$ cat config.mk
export PLATFORM = sky130hd
export DESIGN_NAME = aib_channel
export DESIGN_NICKNAME = d
export VERILOG_FILES = /design/src/design/aib_pkg.sv /design/src/design/aib_channel.sv /design/src/design/aib_csr.sv /design/src/design/aib_io_buffer.sv
export SDC_FILE = /design/constraint.sdc
export NUM_CORES = 1
export LEC_CHECK = 0
export BUFFER_PORTS_ARGS = -buffer_cell sky130_fd_sc_hd__buf_4
export CAP_MARGIN = 20
export CORE_AREA = 2 2 96 98
export CTS_CLUSTER_SIZE = 24
export DETAILED_ROUTE_END_ITERATION = 8
export DIE_AREA = 0 0 98 100
export PLACE_DENSITY = 0.54
export SLEW_MARGIN = 20
export SYNTH_ARGS = -nofsm -noshare
export SYNTH_HDL_FRONTEND = slang
export SYNTH_SLANG_ARGS = --single-unit
$ cat constraint.sdc
create_clock -name ilaunch_clk -period 3 [get_ports ilaunch_clk]
set_input_delay 0.15 -clock ilaunch_clk [delete_from_list [all_inputs] [get_ports ilaunch_clk]]
set_output_delay 0.15 -clock ilaunch_clk [all_outputs]
set_load 0.01 [all_outputs]
$ cat src/design/aib_pkg.sv
// Shared lane count, Wishbone widths and encodings; the CSR address map assumes at most four lanes
package aib_pkg;

   // --------------------------------------------------
   // Channel and bus sizing
   // --------------------------------------------------
   localparam int NUM_LANES  = 4;                  // Pad lanes, one bit each on lane buses
   localparam int LANE_IDX_W = $clog2(NUM_LANES);  // Lane select out of the CSR address
   localparam int ADR_W      = 3;                  // Wishbone byte address
   localparam int DAT_W      = 8;                  // Wishbone data
   localparam int MODE_W     = 2;                  // Lane mode code

   // Lane transmit mode, code 3 unused and treated as SDR
   typedef enum logic [MODE_W-1:0] {
      MODE_SDR   = 2'd0,   // dat0 launched on rising edge
      MODE_DDR   = 2'd1,   // dat0 low phase, dat1 high phase
      MODE_ASYNC = 2'd2    // async_data straight to pad
   } io_mode_e;

   // Register map
   typedef enum logic [ADR_W-1:0] {
      ADDR_CFG0   = 3'd0,
      ADDR_CFG1   = 3'd1,
      ADDR_CFG2   = 3'd2,
      ADDR_CFG3   = 3'd3,
      ADDR_STATUS = 3'd4   // Resolved pad levels, read only
   } reg_addr_e;

   // --------------------------------------------------
   // Config byte layout
   // --------------------------------------------------
   localparam int CFG_TXEN_BIT    = 0;
   localparam int CFG_RXEN_BIT    = 1;
   localparam int CFG_MODE_LSB    = 2;
   localparam int CFG_MODE_MSB    = 3;
   localparam int CFG_WEAKEN_BIT  = 4;
   localparam int CFG_WEAKDIR_BIT = 5;   // 1 pulls up, 0 pulls down
   localparam logic [DAT_W-1:0] CFG_MASK = 8'h3f;   // Bits 7:6 never stored

endpackage

$ cat src/design/aib_channel.sv
// Four-lane channel top; configuration only through the Wishbone CSR and pads exposed as split ports
module aib_channel
(
   input  logic                           ilaunch_clk,
   input  logic                           irstb,
   // Wishbone classic
   input  logic                           wb_cyc,
   input  logic                           wb_stb,
   input  logic                           wb_we,
   input  logic [aib_pkg::ADR_W-1:0]      wb_adr,
   input  logic [aib_pkg::DAT_W-1:0]      wb_wdata,
   output logic [aib_pkg::DAT_W-1:0]      wb_rdata,
   output logic                           wb_ack,
   // MAC transmit side
   input  logic [aib_pkg::NUM_LANES-1:0]  tx_dat0,
   input  logic [aib_pkg::NUM_LANES-1:0]  tx_dat1,
   input  logic [aib_pkg::NUM_LANES-1:0]  async_data,
   // Far side of the pads
   input  logic [aib_pkg::NUM_LANES-1:0]  pad_in,
   input  logic [aib_pkg::NUM_LANES-1:0]  pad_ext_en,
   // MAC receive side
   output logic [aib_pkg::NUM_LANES-1:0]  rx_dat0,
   output logic [aib_pkg::NUM_LANES-1:0]  rx_dat1,
   output logic [aib_pkg::NUM_LANES-1:0]  rx_async,
   // Pad drivers
   output logic [aib_pkg::NUM_LANES-1:0]  pad_out,
   output logic [aib_pkg::NUM_LANES-1:0]  pad_oe
);
   import aib_pkg::*;

   // --------------------------------------------------
   // CSR to lane wiring
   // --------------------------------------------------
   logic [NUM_LANES-1:0] lane_txen;
   logic [NUM_LANES-1:0] lane_rxen;
   logic [NUM_LANES-1:0] lane_weaken;
   logic [NUM_LANES-1:0] lane_weakdir;
   io_mode_e             lane_mode [NUM_LANES];

   aib_csr i_aib_csr
   (
      .ilaunch_clk  (ilaunch_clk),
      .irstb        (irstb),
      .wb_cyc       (wb_cyc),
      .wb_stb       (wb_stb),
      .wb_we        (wb_we),
      .wb_adr       (wb_adr),
      .wb_wdata     (wb_wdata),
      .wb_rdata     (wb_rdata),
      .wb_ack       (wb_ack),
      .rx_async     (rx_async),   // Status readback of resolved pads
      .lane_txen    (lane_txen),
      .lane_rxen    (lane_rxen),
      .lane_weaken  (lane_weaken),
      .lane_weakdir (lane_weakdir),
      .lane_mode    (lane_mode)
   );

   // --------------------------------------------------
   // One buffer per lane
   // --------------------------------------------------
   for (genvar i = 0; i < NUM_LANES; i++)
   begin : g_lane
      aib_io_buffer i_aib_io_buffer
      (
         .ilaunch_clk (ilaunch_clk),
         .irstb       (irstb),
         .txen        (lane_txen[i]),
         .rxen        (lane_rxen[i]),
         .weaken      (lane_weaken[i]),
         .weakdir     (lane_weakdir[i]),
         .mode        (lane_mode[i]),
         .dat0        (tx_dat0[i]),
         .dat1        (tx_dat1[i]),
         .async_data  (async_data[i]),
         .pad_in      (pad_in[i]),
         .pad_ext_en  (pad_ext_en[i]),
         .pad_out     (pad_out[i]),
         .pad_oe      (pad_oe[i]),
         .rx_dat0     (rx_dat0[i]),
         .rx_dat1     (rx_dat1[i]),
         .rx_async    (rx_async[i])
      );
   end

endmodule

$ cat src/design/aib_csr.sv
// Wishbone classic slave without stall; master holds its request until ack and rdata is combinational
module aib_csr
(
   input  logic                           ilaunch_clk,
   input  logic                           irstb,
   // Wishbone classic
   input  logic                           wb_cyc,
   input  logic                           wb_stb,
   input  logic                           wb_we,
   input  logic [aib_pkg::ADR_W-1:0]      wb_adr,
   input  logic [aib_pkg::DAT_W-1:0]      wb_wdata,
   output logic [aib_pkg::DAT_W-1:0]      wb_rdata,
   output logic                           wb_ack,
   // Pad levels back from the buffers
   input  logic [aib_pkg::NUM_LANES-1:0]  rx_async,
   // Per-lane configuration
   output logic [aib_pkg::NUM_LANES-1:0]  lane_txen,
   output logic [aib_pkg::NUM_LANES-1:0]  lane_rxen,
   output logic [aib_pkg::NUM_LANES-1:0]  lane_weaken,
   output logic [aib_pkg::NUM_LANES-1:0]  lane_weakdir,
   output aib_pkg::io_mode_e              lane_mode [aib_pkg::NUM_LANES]
);
   import aib_pkg::*;

   logic [DAT_W-1:0]      cfg_q [NUM_LANES];   // One config byte per lane
   logic [NUM_LANES-1:0]  status_q;            // rx_async, one cycle old
   logic                  ack_q;
   logic                  req;                 // New access this cycle
   reg_addr_e             addr;
   logic [LANE_IDX_W-1:0] lane_sel;
   logic [DAT_W-1:0]      rdata_mux;

   // --------------------------------------------------
   // Bus handshake
   // --------------------------------------------------
   assign req      = wb_cyc & wb_stb & ~ack_q;   // Low while ack shows, so one ack per request
   assign addr     = reg_addr_e'(wb_adr);
   assign lane_sel = wb_adr[LANE_IDX_W-1:0];

   always_ff @(posedge ilaunch_clk)
   begin
      if (!irstb)
         ack_q <= 1'b0;
      else
         ack_q <= req;   // Single-cycle pulse
   end

   assign wb_ack = ack_q;

   // --------------------------------------------------
   // Config and status registers
   // --------------------------------------------------
   always_ff @(posedge ilaunch_clk)
   begin
      if (!irstb)
      begin
         for (int i = 0; i < NUM_LANES; i++)
            cfg_q[i] <= '0;   // All lanes off, pad undriven
         status_q <= '0;
      end
      else
      begin
         status_q <= rx_async;   // Sampled every cycle
         // Write lands on the same edge that raises ack
         if (req && wb_we && (addr inside {ADDR_CFG0, ADDR_CFG1, ADDR_CFG2, ADDR_CFG3}))
            cfg_q[lane_sel] <= wb_wdata & CFG_MASK;
      end
   end

   // Read mux, unmapped reads 0
   always_comb
   begin
      rdata_mux = '0;
      case (addr)
         ADDR_CFG0, ADDR_CFG1, ADDR_CFG2, ADDR_CFG3:
            rdata_mux = cfg_q[lane_sel];
         ADDR_STATUS:
            rdata_mux = {{(DAT_W-NUM_LANES){1'b0}}, status_q};
         default:
            rdata_mux = '0;
      endcase
   end

   assign wb_rdata = rdata_mux;   // Address held by master through the ack cycle

   // --------------------------------------------------
   // Unpack config bytes onto lane buses
   // --------------------------------------------------
   for (genvar i = 0; i < NUM_LANES; i++)
   begin : g_unpack
      assign lane_txen[i]    = cfg_q[i][CFG_TXEN_BIT];
      assign lane_rxen[i]    = cfg_q[i][CFG_RXEN_BIT];
      assign lane_weaken[i]  = cfg_q[i][CFG_WEAKEN_BIT];
      assign lane_weakdir[i] = cfg_q[i][CFG_WEAKDIR_BIT];
      assign lane_mode[i]    = io_mode_e'(cfg_q[i][CFG_MODE_MSB:CFG_MODE_LSB]);
   end

endmodule

$ cat src/design/aib_io_buffer.sv
// One lane on split pad ports with the pad level resolved locally; tx and rx share both edges of ilaunch_clk
module aib_io_buffer
(
   input  logic               ilaunch_clk,
   input  logic               irstb,
   // Lane configuration
   input  logic               txen,
   input  logic               rxen,
   input  logic               weaken,       // Weak keeper on undriven pad
   input  logic               weakdir,      // Keeper level
   input  aib_pkg::io_mode_e  mode,
   // From the MAC
   input  logic               dat0,
   input  logic               dat1,
   input  logic               async_data,
   // Far side of the pad
   input  logic               pad_in,
   input  logic               pad_ext_en,   // Far side drives the pad
   output logic               pad_out,
   output logic               pad_oe,
   // To the MAC
   output logic               rx_dat0,
   output logic               rx_dat1,
   output logic               rx_async
);
   import aib_pkg::*;

   logic is_ddr;
   logic is_async;      // Everything else runs as SDR
   logic tx_hold0;      // dat0 from last rising edge
   logic tx_hold1;      // dat1 from last rising edge
   logic tx_hi_val;     // Level wanted for the coming high phase
   logic tx_rise;       // Rising half of the XOR pair
   logic tx_fall;       // Falling half of the XOR pair
   logic tx_sync;
   logic pad_lvl;       // Resolved pad
   logic rx_rise;       // Pad sampled at rising edge
   logic rx_fall;       // Pad sampled at falling edge
   logic rx_d0_q;
   logic rx_d1_q;

   assign is_ddr   = (mode == MODE_DDR);
   assign is_async = (mode == MODE_ASYNC);

   // --------------------------------------------------
   // Transmit
   // --------------------------------------------------
   // Pad level is tx_rise ^ tx_fall, so each edge sets its own half-cycle
   // and the pad only moves through register updates
   assign tx_hi_val = is_ddr ? tx_hold1 : dat0;   // DDR high phase carries previous dat1

   always_ff @(posedge ilaunch_clk)
   begin
      if (!irstb)
      begin
         tx_hold0 <= 1'b0;
         tx_hold1 <= 1'b0;
         tx_rise  <= 1'b0;
      end
      else
      begin
         tx_hold0 <= dat0;
         tx_hold1 <= dat1;
         tx_rise  <= tx_hi_val ^ tx_fall;   // Pad becomes tx_hi_val
      end
   end

   // Low phase always carries dat0 of the last rising edge
   always_ff @(negedge ilaunch_clk)
   begin
      if (!irstb)
         tx_fall <= 1'b0;
      else
         tx_fall <= tx_hold0 ^ tx_rise;      // Pad becomes tx_hold0
   end

   assign tx_sync = tx_rise ^ tx_fall;

   // Mode mux, held low when the driver is off
   assign pad_out = txen & (is_async ? async_data : tx_sync);
   assign pad_oe  = txen;

   // --------------------------------------------------
   // Pad resolution
   // --------------------------------------------------
   always_comb
   begin
      if (txen)
         pad_lvl = pad_out;       // Own driver wins
      else if (pad_ext_en)
         pad_lvl = pad_in;        // Far side driving
      else if (weaken)
         pad_lvl = weakdir;       // Pull-up or pull-down
      else
         pad_lvl = 1'b0;          // Floating pad reads low
   end

   // --------------------------------------------------
   // Receive
   // --------------------------------------------------
   always_ff @(negedge ilaunch_clk)
   begin
      if (!irstb)
         rx_fall <= 1'b0;
      else if (rxen)
         rx_fall <= pad_lvl;     // SDR data, or DDR dat1
   end

   always_ff @(posedge ilaunch_clk)
   begin
      if (!irstb)
      begin
         rx_rise <= 1'b0;
         rx_d0_q <= 1'b0;
         rx_d1_q <= 1'b0;
      end
      else if (rxen)             // Hold everything while rx is off
      begin
         rx_rise <= pad_lvl;                       // DDR dat0
         rx_d0_q <= is_ddr ? rx_rise : rx_fall;    // DDR 2 cycles, SDR 1 cycle
         rx_d1_q <= is_ddr & rx_fall;              // Zero outside DDR
      end
   end

   assign rx_dat0  = rxen & rx_d0_q;
   assign rx_dat1  = rxen & rx_d1_q;
   assign rx_async = rxen & pad_lvl;   // No clock in this path

endmodule

# == Word-level counts from Yosys, hierarchy flattened ==
# Memories as Yosys holds them, arrays and structs flattened.
# Cells that the tools add are included.
# totals
input_bits,36
mem_count,1
elab_cells,120
ram_bits,24
output_inout_bits,29
reg_bits,37
# op_classes
bitwise,35
n_eq_ne,12
muxes,32
reduce_logical,6
# mem_list
name,words,word_bits,rd,rd_ports_with_merged_regs,write_ports,line_no,rtl
i_aib_csr.cfg_q,4,6,5,0,4,aib_csr.sv:25,logic [DAT_W-1:0] cfg_q [NUM_LANES];
# ops
operator,count
2-to-1 mux 1 bit,29
bitwise AND 1 bit,22
case mux 8 bit (2 select lines),1
bitwise XOR 1 bit,12
"== test 2 x 1 -> 1 bit, second input constant",4
"== test 2 bit, second input constant",4
"== test 3 x 2 -> 1 bit, second input constant",2
2-to-1 mux 6 bit,1
OR reduction 6 bit,1
nonzero test 4 bit,1
OR reduction 4 bit,1
"== test 3 x 1 -> 1 bit, second input constant",1
"== test 3 bit, second input constant",1
logical NOT 3 bit,1
logical AND 1 bit,2
2-to-1 mux 2 bit,1
inverter 1 bit,1

# == Depth between registers and ports, before layout ==
# Gate-level depths: netlist of the first run.
# logic_depth
word_depth,9
mapped_depth,5

# == Hierarchy ==
# From an unflattened synthesis of the first run, not the netlist that was laid out.
# unflattened
hier_cells,266
hier_area_um2,3054.2
# modules_own_cells
module,cells_per_inst,instances,area_each_um2
aib_io_buffer,41,4,406.6
aib_csr,102,1,1427.6

==> results of run 1 <==
synth_stat cells, drive strengths merged:
cell | instances | share of area (%)
and2 | 46 | 9.7
nand3 | 8 | 1.3
nor2b | 10 | 2.1
nor2 | 1 | 0.13
and4b | 1 | 0.34
o2bb2ai | 4 | 1.2
and3b | 3 | 1.1
o21ai | 11 | 1.9
buf | 24 | 6.2
xnor2 | 8 | 2.4
dfxtp | 37 | 25
o21a | 8 | 2.0
a21oi | 8 | 1.3
mux4 | 6 | 4.6
or4b | 1 | 0.34
a21boi | 4 | 1.0
inv | 13 | 1.6
clkbuf | 11 | 1.4
and3 | 10 | 2.1
o31ai | 1 | 0.25
nand2 | 14 | 1.8
nand2b | 6 | 1.3
conb | 1 | 0.13
xor2 | 4 | 1.2
o311a | 4 | 1.3
edfxtp | 24 | 24
mux2i | 8 | 2.7
o211a | 4 | 1.3
path summary, 6_finish.rpt:
path,start,endpoint,slack [ns],cells past startpoint
worst min-delay path,tx_dat1[0],g_lane[0].i_aib_io_buffer.tx_hold1,0.02,2
worst max-delay path,g_lane[1].i_aib_io_buffer.tx_fall,rx_async[1],-0.08,4
worst min register to register,g_lane[0].i_aib_io_buffer.rx_d0_q,g_lane[0].i_aib_io_buffer.rx_d0_q,0.47,1
worst max register to register,g_lane[2].i_aib_io_buffer.tx_fall,g_lane[2].i_aib_io_buffer.rx_rise,0.15,5
stage by stage:
step                      cell area [sq um]  TNS (ns)  util [%]  std cells  setup slack, ns
final                                  3742   -0.1389     42.10        454         -0.07532
after global placement                 3379         0     38.02        423           0.2339
after CTS                              3695   -0.5376     41.56        453          -0.1313
after global routing                   3742   -0.4583     42.10        454          -0.1230
after floorplan                        2972         0         -        281           0.3484
after detailed placement               3379         0     38.02        423           0.2168
state kept, by name (all words and copies together) (netlist names):
signal and flops:
g_lane.i_aib_io_buffer.tx_hold1 4, i_aib_csr.cfg_q 24, i_aib_csr.wb_ack 1, g_lane.i_aib_io_buffer.tx_rise 4, g_lane.i_aib_io_buffer.rx_rise 4, g_lane.i_aib_io_buffer.rx_d0_q 4
g_lane.i_aib_io_buffer.tx_fall 4, g_lane.i_aib_io_buffer.tx_hold0 4, g_lane.i_aib_io_buffer.rx_d1_q 4, i_aib_csr.status_q 4, g_lane.i_aib_io_buffer.rx_fall 4
per-layer routing:
metal | up-vias | GRT usage, %
met4 | 0 | 8.226
met1 | 990 | 17.38
li1 | 1050 | -
met3 | 11 | 2.786
met5 | - | 0
met2 | 54 | 22.23
worst max-delay path: cells and delay by family (launching register included):
family,cells,cell delay [ns]
AOI/OAI and AO/OA,2,0.40
DFF,1,0.33
xor gates and xnor gates,1,0.19
buffers and inverters,1,0.13
cell type report:
cell class	instances	area (sq um)	area share, %
Multi-Input combinational cell	172	1303	34.80
Tap cell	111	138.9	3.711
Clock buffer	9	123.9	3.310
Timing Repair Buffer	74	580.6	15.51
Clock inverter	15	82.58	2.207
Inverter	12	45.04	1.204
Sequential cell	61	1469	39.25
kinds of logic (layout without fill, tap and decap cells):
logic type | Yosys count | in the layout
buf+inv | 48 | 110
compound gates | 44 | 44
other cells | 1 | 2
mux | 14 | 14
simple gates | 100 | 100
flops | 61 | 61
xor+xnor | 12 | 12
report_power, final:
| part | switching (mW) | total (mW) | internal, mW |
|---|---|---|---|
| logic | 0.110 | 0.260 | 0.149 |
| clock network | 0.377 | 0.696 | 0.319 |
| registers | 0.0373 | 0.944 | 0.906 |
| total | 0.524 | 1.90 | 1.37 |
repair_timing:
item	4_1_cts	5_1_grt
endpoints found under the hold margin	1	0
gates resized for setup	15	6
setup buffers	6	1
setup endpoints to repair	5	6
hold buffers	1	0
pin swaps	4	4
==> impl_metrics.yaml, run 1 <==
global_routing:
  gr-total-overflow: 0
  first_global_vias: 2103
  antenna_found_initial: 0
  grt_usage_pct: 13.86
  grt_pass1_wl_mm: 10.34
  grt_max_degree: 46
sta:
  worst_pin_slew_ns: 0.8338
  report.final.slew_viol_count: 0
  finalHoldViolCount: 0
  rsz0062_at_grt: "yes"
  finClkSkew_ns: 0.05177
  hold_slack_ns: 0.01857
  finalSetupViolCount: 3
  worst_slew_margin_rel_pct: 43.82
  setup_ws_ns: -0.07532
logic_synthesis:
  ys_ff_latch: 61
  synth_xor_area_share_pct: 3.541
  ys.warnings.count: 0
  avgSynthCellArea_sq_um: 10.60
  synth-simple-area-share_pct: 20.19
  syn_inst: 280
  synthesis.area_sq_um: 2968
  ys_types: 31
  ys_seq_area_share_pct: 49.24
  synth_compound_area_share_pct: 10.37
  synth_top_family_by_area: "simple AND/OR/NAND/NOR gates"
  synthAdderAreaFrac_pct: 0
  synth.area.mux_share_pct: 7.251
die:
  io_pins: 65
  rows: 35
  die_width_microns: 98
  core_area_sq_um: 8890
  die_h_microns: 100
  start_util_pct: 33.38
  die_area_sq_um: 9800
clock_tree:
  path_clk_slew_ns: 0.07
  clockRootBuffer: "clkbuf_8"
  clkSinkCount: 61
  cts_tree: "yes"
  cts_max_level: 3
  cts_buffer_depth: 2
  numCtsBuffers: 9
  clock_latency_ns: 0.38
placed_design:
  hpwl_mm: 4.657
  io_buffers: 60
  gp_congestion: 0.7638
drt:
  drt-initial-drc-count: 93
  wl_met1_mm: 2.982
  topRoutingLayerUsed: "met4"
  num_vias: 2105
  postRouteAntennaNets: 0
  viasPerCell: 4.637
  dr.pass1.iters: 4
  met2WireLength_mm: 3.012
  dr_wl_met3_microns: 284
  drt-total-wl_mm: 6.448
  drc: 0
  detail_route.wl_per_cell_microns: 14.20
power_and_ir_drop:
  power_density_nw_per_um2: 507.4
  peakVddDrop_mv: 0.1796
  power_leakage_nw: 1.636
  p_total_mw: 1.899
worst_setup_path:
  path_cells: "xnor2_2 -> a21oi_2 -> o311a_4 -> buf_6"
  cp_data_arrival_time_ns: 2.93
  critical_path_class: "reg -> out"
  crit_path_top_delay_cell: "o311a_4"
  worstPathMaxFanout: 4
  critical_path.startpoint_type: "flop"
  cp-end-kind: "output port"
  worstPathRequired_ns: 2.85
  slowest_delay_ns: 0.34
status:
  failed_checks: "setup timing"
  status: "complete, but fails checks"
cells_and_area:
  nFillCells: 886
  layout_common_cells: "67 x buf_4, 46 x and2_1, 33 x dfxtp_1, 24 x edfxtp_1, 20 x inv_1"
  diodes: 0
  layout.cells.most_common: "buf_4"
  syn2layout_area_growth_pct: 26.10
  finalNetCount: 374
  drive_above_1_share_pct: 32.36
min_path:
  min_path_type: "in -> reg"
run:
  drv_cap: 0
Power figures use the tool's default switching activity.
==> inputs of run 2 (changes only) <==
--- a/config.mk
+++ b/config.mk
@@ -5,12 +5,13 @@
 export SDC_FILE = /design/constraint.sdc
 export NUM_CORES = 1
 export LEC_CHECK = 0
+export ABC_AREA = 1
 export BUFFER_PORTS_ARGS = -buffer_cell sky130_fd_sc_hd__buf_4
 export CAP_MARGIN = 20
-export CORE_AREA = 2 2 96 98
+export CORE_AREA = 2 2 98 100
 export CTS_CLUSTER_SIZE = 24
 export DETAILED_ROUTE_END_ITERATION = 8
-export DIE_AREA = 0 0 98 100
+export DIE_AREA = 0 0 100 102
 export PLACE_DENSITY = 0.54
 export SLEW_MARGIN = 20
 export SYNTH_ARGS = -nofsm -noshare
==> run 2 against run 1 <==
Compared with the run above:
- cell area increased by 2.5%
- largest power group unchanged
- the flow now finishes without violations
- sequential share of layout area decreased by 1.0 points
- worst setup slack improved by 0.16 ns
- via count increased by 23%
==> impl_metrics.yaml, run 2 <==
global_routing:
  grt_pass1_wl_mm: 11.22
  antenna_found_initial: 0
  grt_usage_pct: 14.36
  first_global_vias: 2386
  grt_max_degree: 33
  gr-total-overflow: 0
logic_synthesis:
  syn_inst: 410
  synthesis.area_sq_um: 3110
  synth_area_leaders: "dfxtp_1 24%, edfxtp_1 23%, nand2_1 11%, inv_1 11%, nand3_1 6.0%"
  yosysTopAreaCell: "dfxtp_1"
  ys.warnings.count: 0
  synth-simple-area-share_pct: 26.43
  synth_top_area_share_pct: 23.81
  synth_compound_area_share_pct: 7.804
  synthAdderAreaFrac_pct: 0
  synth-edff-count: 24
  post-synth-top-count-cell: "nand2_1"
  ys_types: 23
  synth_common_cells: "91 x nand2_1, 88 x inv_1, 37 x dfxtp_1, 37 x nand3_1, 35 x nor2_1"
  synth_xor_area_share_pct: 1.126
  synth_top_family_by_area: "simple AND/OR/NAND/NOR gates"
  ys_ff_latch: 61
  ys_seq_area_share_pct: 46.98
  synth.area.mux_share_pct: 0
  avgSynthCellArea_sq_um: 7.587
  synthArstFlopShare_pct: 0
  ys.flop_type: "dfxtp_1"
cells_and_area:
  layout_common_cells: "93 x inv_1, 88 x nand2_1, 62 x buf_4, 37 x nand3_1, 35 x nor2_1"
  syn2layout_area_growth_pct: 23.29
  finalNetCount: 505
  drive_above_1_share_pct: 21.94
  nFillCells: 962
  layout.cells.most_common: "inv_1"
  largest_register: "i_aib_csr.cfg_q"
  diodes: 0
  instances_no_fill: 585
  largest_register_ffs: 24
clock_tree:
  cts_buffer_depth: 2
  numCtsBuffers: 9
  clock_latency_ns: 0.38
  clockRootBuffer: "clkbuf_8"
  path_clk_slew_ns: 0.07
  clkSinkCount: 61
  cts_tree: "yes"
  cts_max_level: 3
sta:
  report.final.slew_viol_count: 0
  rsz0062_at_grt: "yes"
  finalHoldViolCount: 0
  setup_ws_ns: 0.08072
  finClkSkew_ns: 0.04541
  finalSetupViolCount: 0
  worst_pin_slew_ns: 0.8868
  worst_slew_margin_rel_pct: 40.25
drt:
  drc: 0
  drt-total-wl_mm: 6.908
  detail_route.wl_per_cell_microns: 11.81
  viasPerCell: 4.438
  postRouteAntennaNets: 0
  dr.pass1.iters: 4
  drt-initial-drc-count: 122
  num_vias: 2596
die:
  die_width_microns: 100
  die_area_sq_um: 10200
  io_pins: 65
  rows: 35
  start_util_pct: 34.15
  die_h_microns: 102
  core_area_sq_um: 9109
run:
  drv_cap: 0
placed_design:
  place_inst: 553
  io_buffers: 60
  hpwl_mm: 5.296
  gp_congestion: 0.8181
  dp_slack_ns: 0.3773
status:
  status: "completed"
power_and_ir_drop:
  peakVddDrop_mv: 0.2885
  p_total_mw: 1.927
  power_density_nw_per_um2: 502.5
  power_leakage_nw: 2.068
worst_setup_path:
  cp-end-kind: "output port"
  critical_path.startpoint_type: "flop"
  critical_path_class: "reg -> out"
  worstPathRequired_ns: 2.85
  cp_data_arrival_time_ns: 2.77
  worstPathMaxFanout: 3
min_path:
  min_path_type: "in -> reg"
## run 2: changes by cell type after synthesis, moves of 10 or more
| cell | previous run | this run |
|---|---|---|
| nand2_1 | 14 | 91 |
| inv_1 | 13 | 88 |
| and2_1 | 46 | 0 |
| nor2_1 | 1 | 35 |
| nand3_1 | 8 | 37 |
| and3_1 | 10 | 0 |
| nor2b_1 | 10 | 0 |
| o21ai_0 | 11 | 21 |
## run 2: path summary, 6_finish.rpt
check	cells after the start	slack [ns]	from	end
worst max register to register	8	0.40	i_aib_csr.cfg_q[3][2]	g_lane[3].i_aib_io_buffer.rx_fall
worst max-delay path	7	0.08	g_lane[2].i_aib_io_buffer.tx_fall	rx_async[2]
worst min register to register	2	0.47	g_lane[2].i_aib_io_buffer.rx_rise	g_lane[2].i_aib_io_buffer.rx_rise
worst min-delay path	3	0.06	wb_cyc	i_aib_csr.wb_ack
## run 2: logic make-up after synthesis
family / count (synthesis)
other cells: 1
flops: 61
xor+xnor: 4
simple gates: 179
buf+inv: 121
compound gates: 44
## run 2: timing repair
action,4_1_cts,5_1_grt
gates resized for setup,0,12
setup endpoints to repair,0,4
buffers inserted,0,1
hold buffers,8,0
hold endpoints to repair,8,0
## run 2: stage by stage
step / cell area, sq um / hold WS (ns) / utilization (%) / setup TNS, ns
3_5_place_dp: 3507 / 0.3360 / 38.50 / 0
6_report: 3835 / 0.06246 / 42.10 / 0
5_1_grt: 3835 / 0.08198 / 42.10 / -0.04032
3_3_place_gp: 3507 / 0.3323 / 38.50 / 0
2_1_floorplan: 3114 / 0.2476 / - / 0
4_1_cts: 3801 / 0.04940 / 41.73 / 0
## run 2: layer usage
metal,track usage (%),vias up,share of wire [%]
li1,-,1353,-
met1,19.58,1168,48
met2,22.09,62,44
met3,3.010,13,5.7
met4,6.428,0,2.0
met5,0,-,0
## run 2: layout make-up
class	count	area, sq um	area share (%)
sequential	61	1465	38.21
multi-input combinational	229	1130	29.46
timing repair buffer	70	545.5	14.23
inverter	90	337.8	8.809
tap	111	138.9	3.622
clock buffer	10	127.6	3.328
clock inverter	14	90.09	2.349
## run 2: report_power, final
group,switching (mW),internal (mW)
Combinational,0.139,0.108
Clock,0.353,0.392
Sequential,0.0298,0.905
## run 2: critical path, cell delays in order (launching register included)
cell,delay [ns]
dfxtp_1,0.32
inv_1,0.06
nand2_1,0.06
nand2_1,0.06
nand2_1,0.06
nand2_1,0.09
a21oi_2,0.12
buf_4,0.13
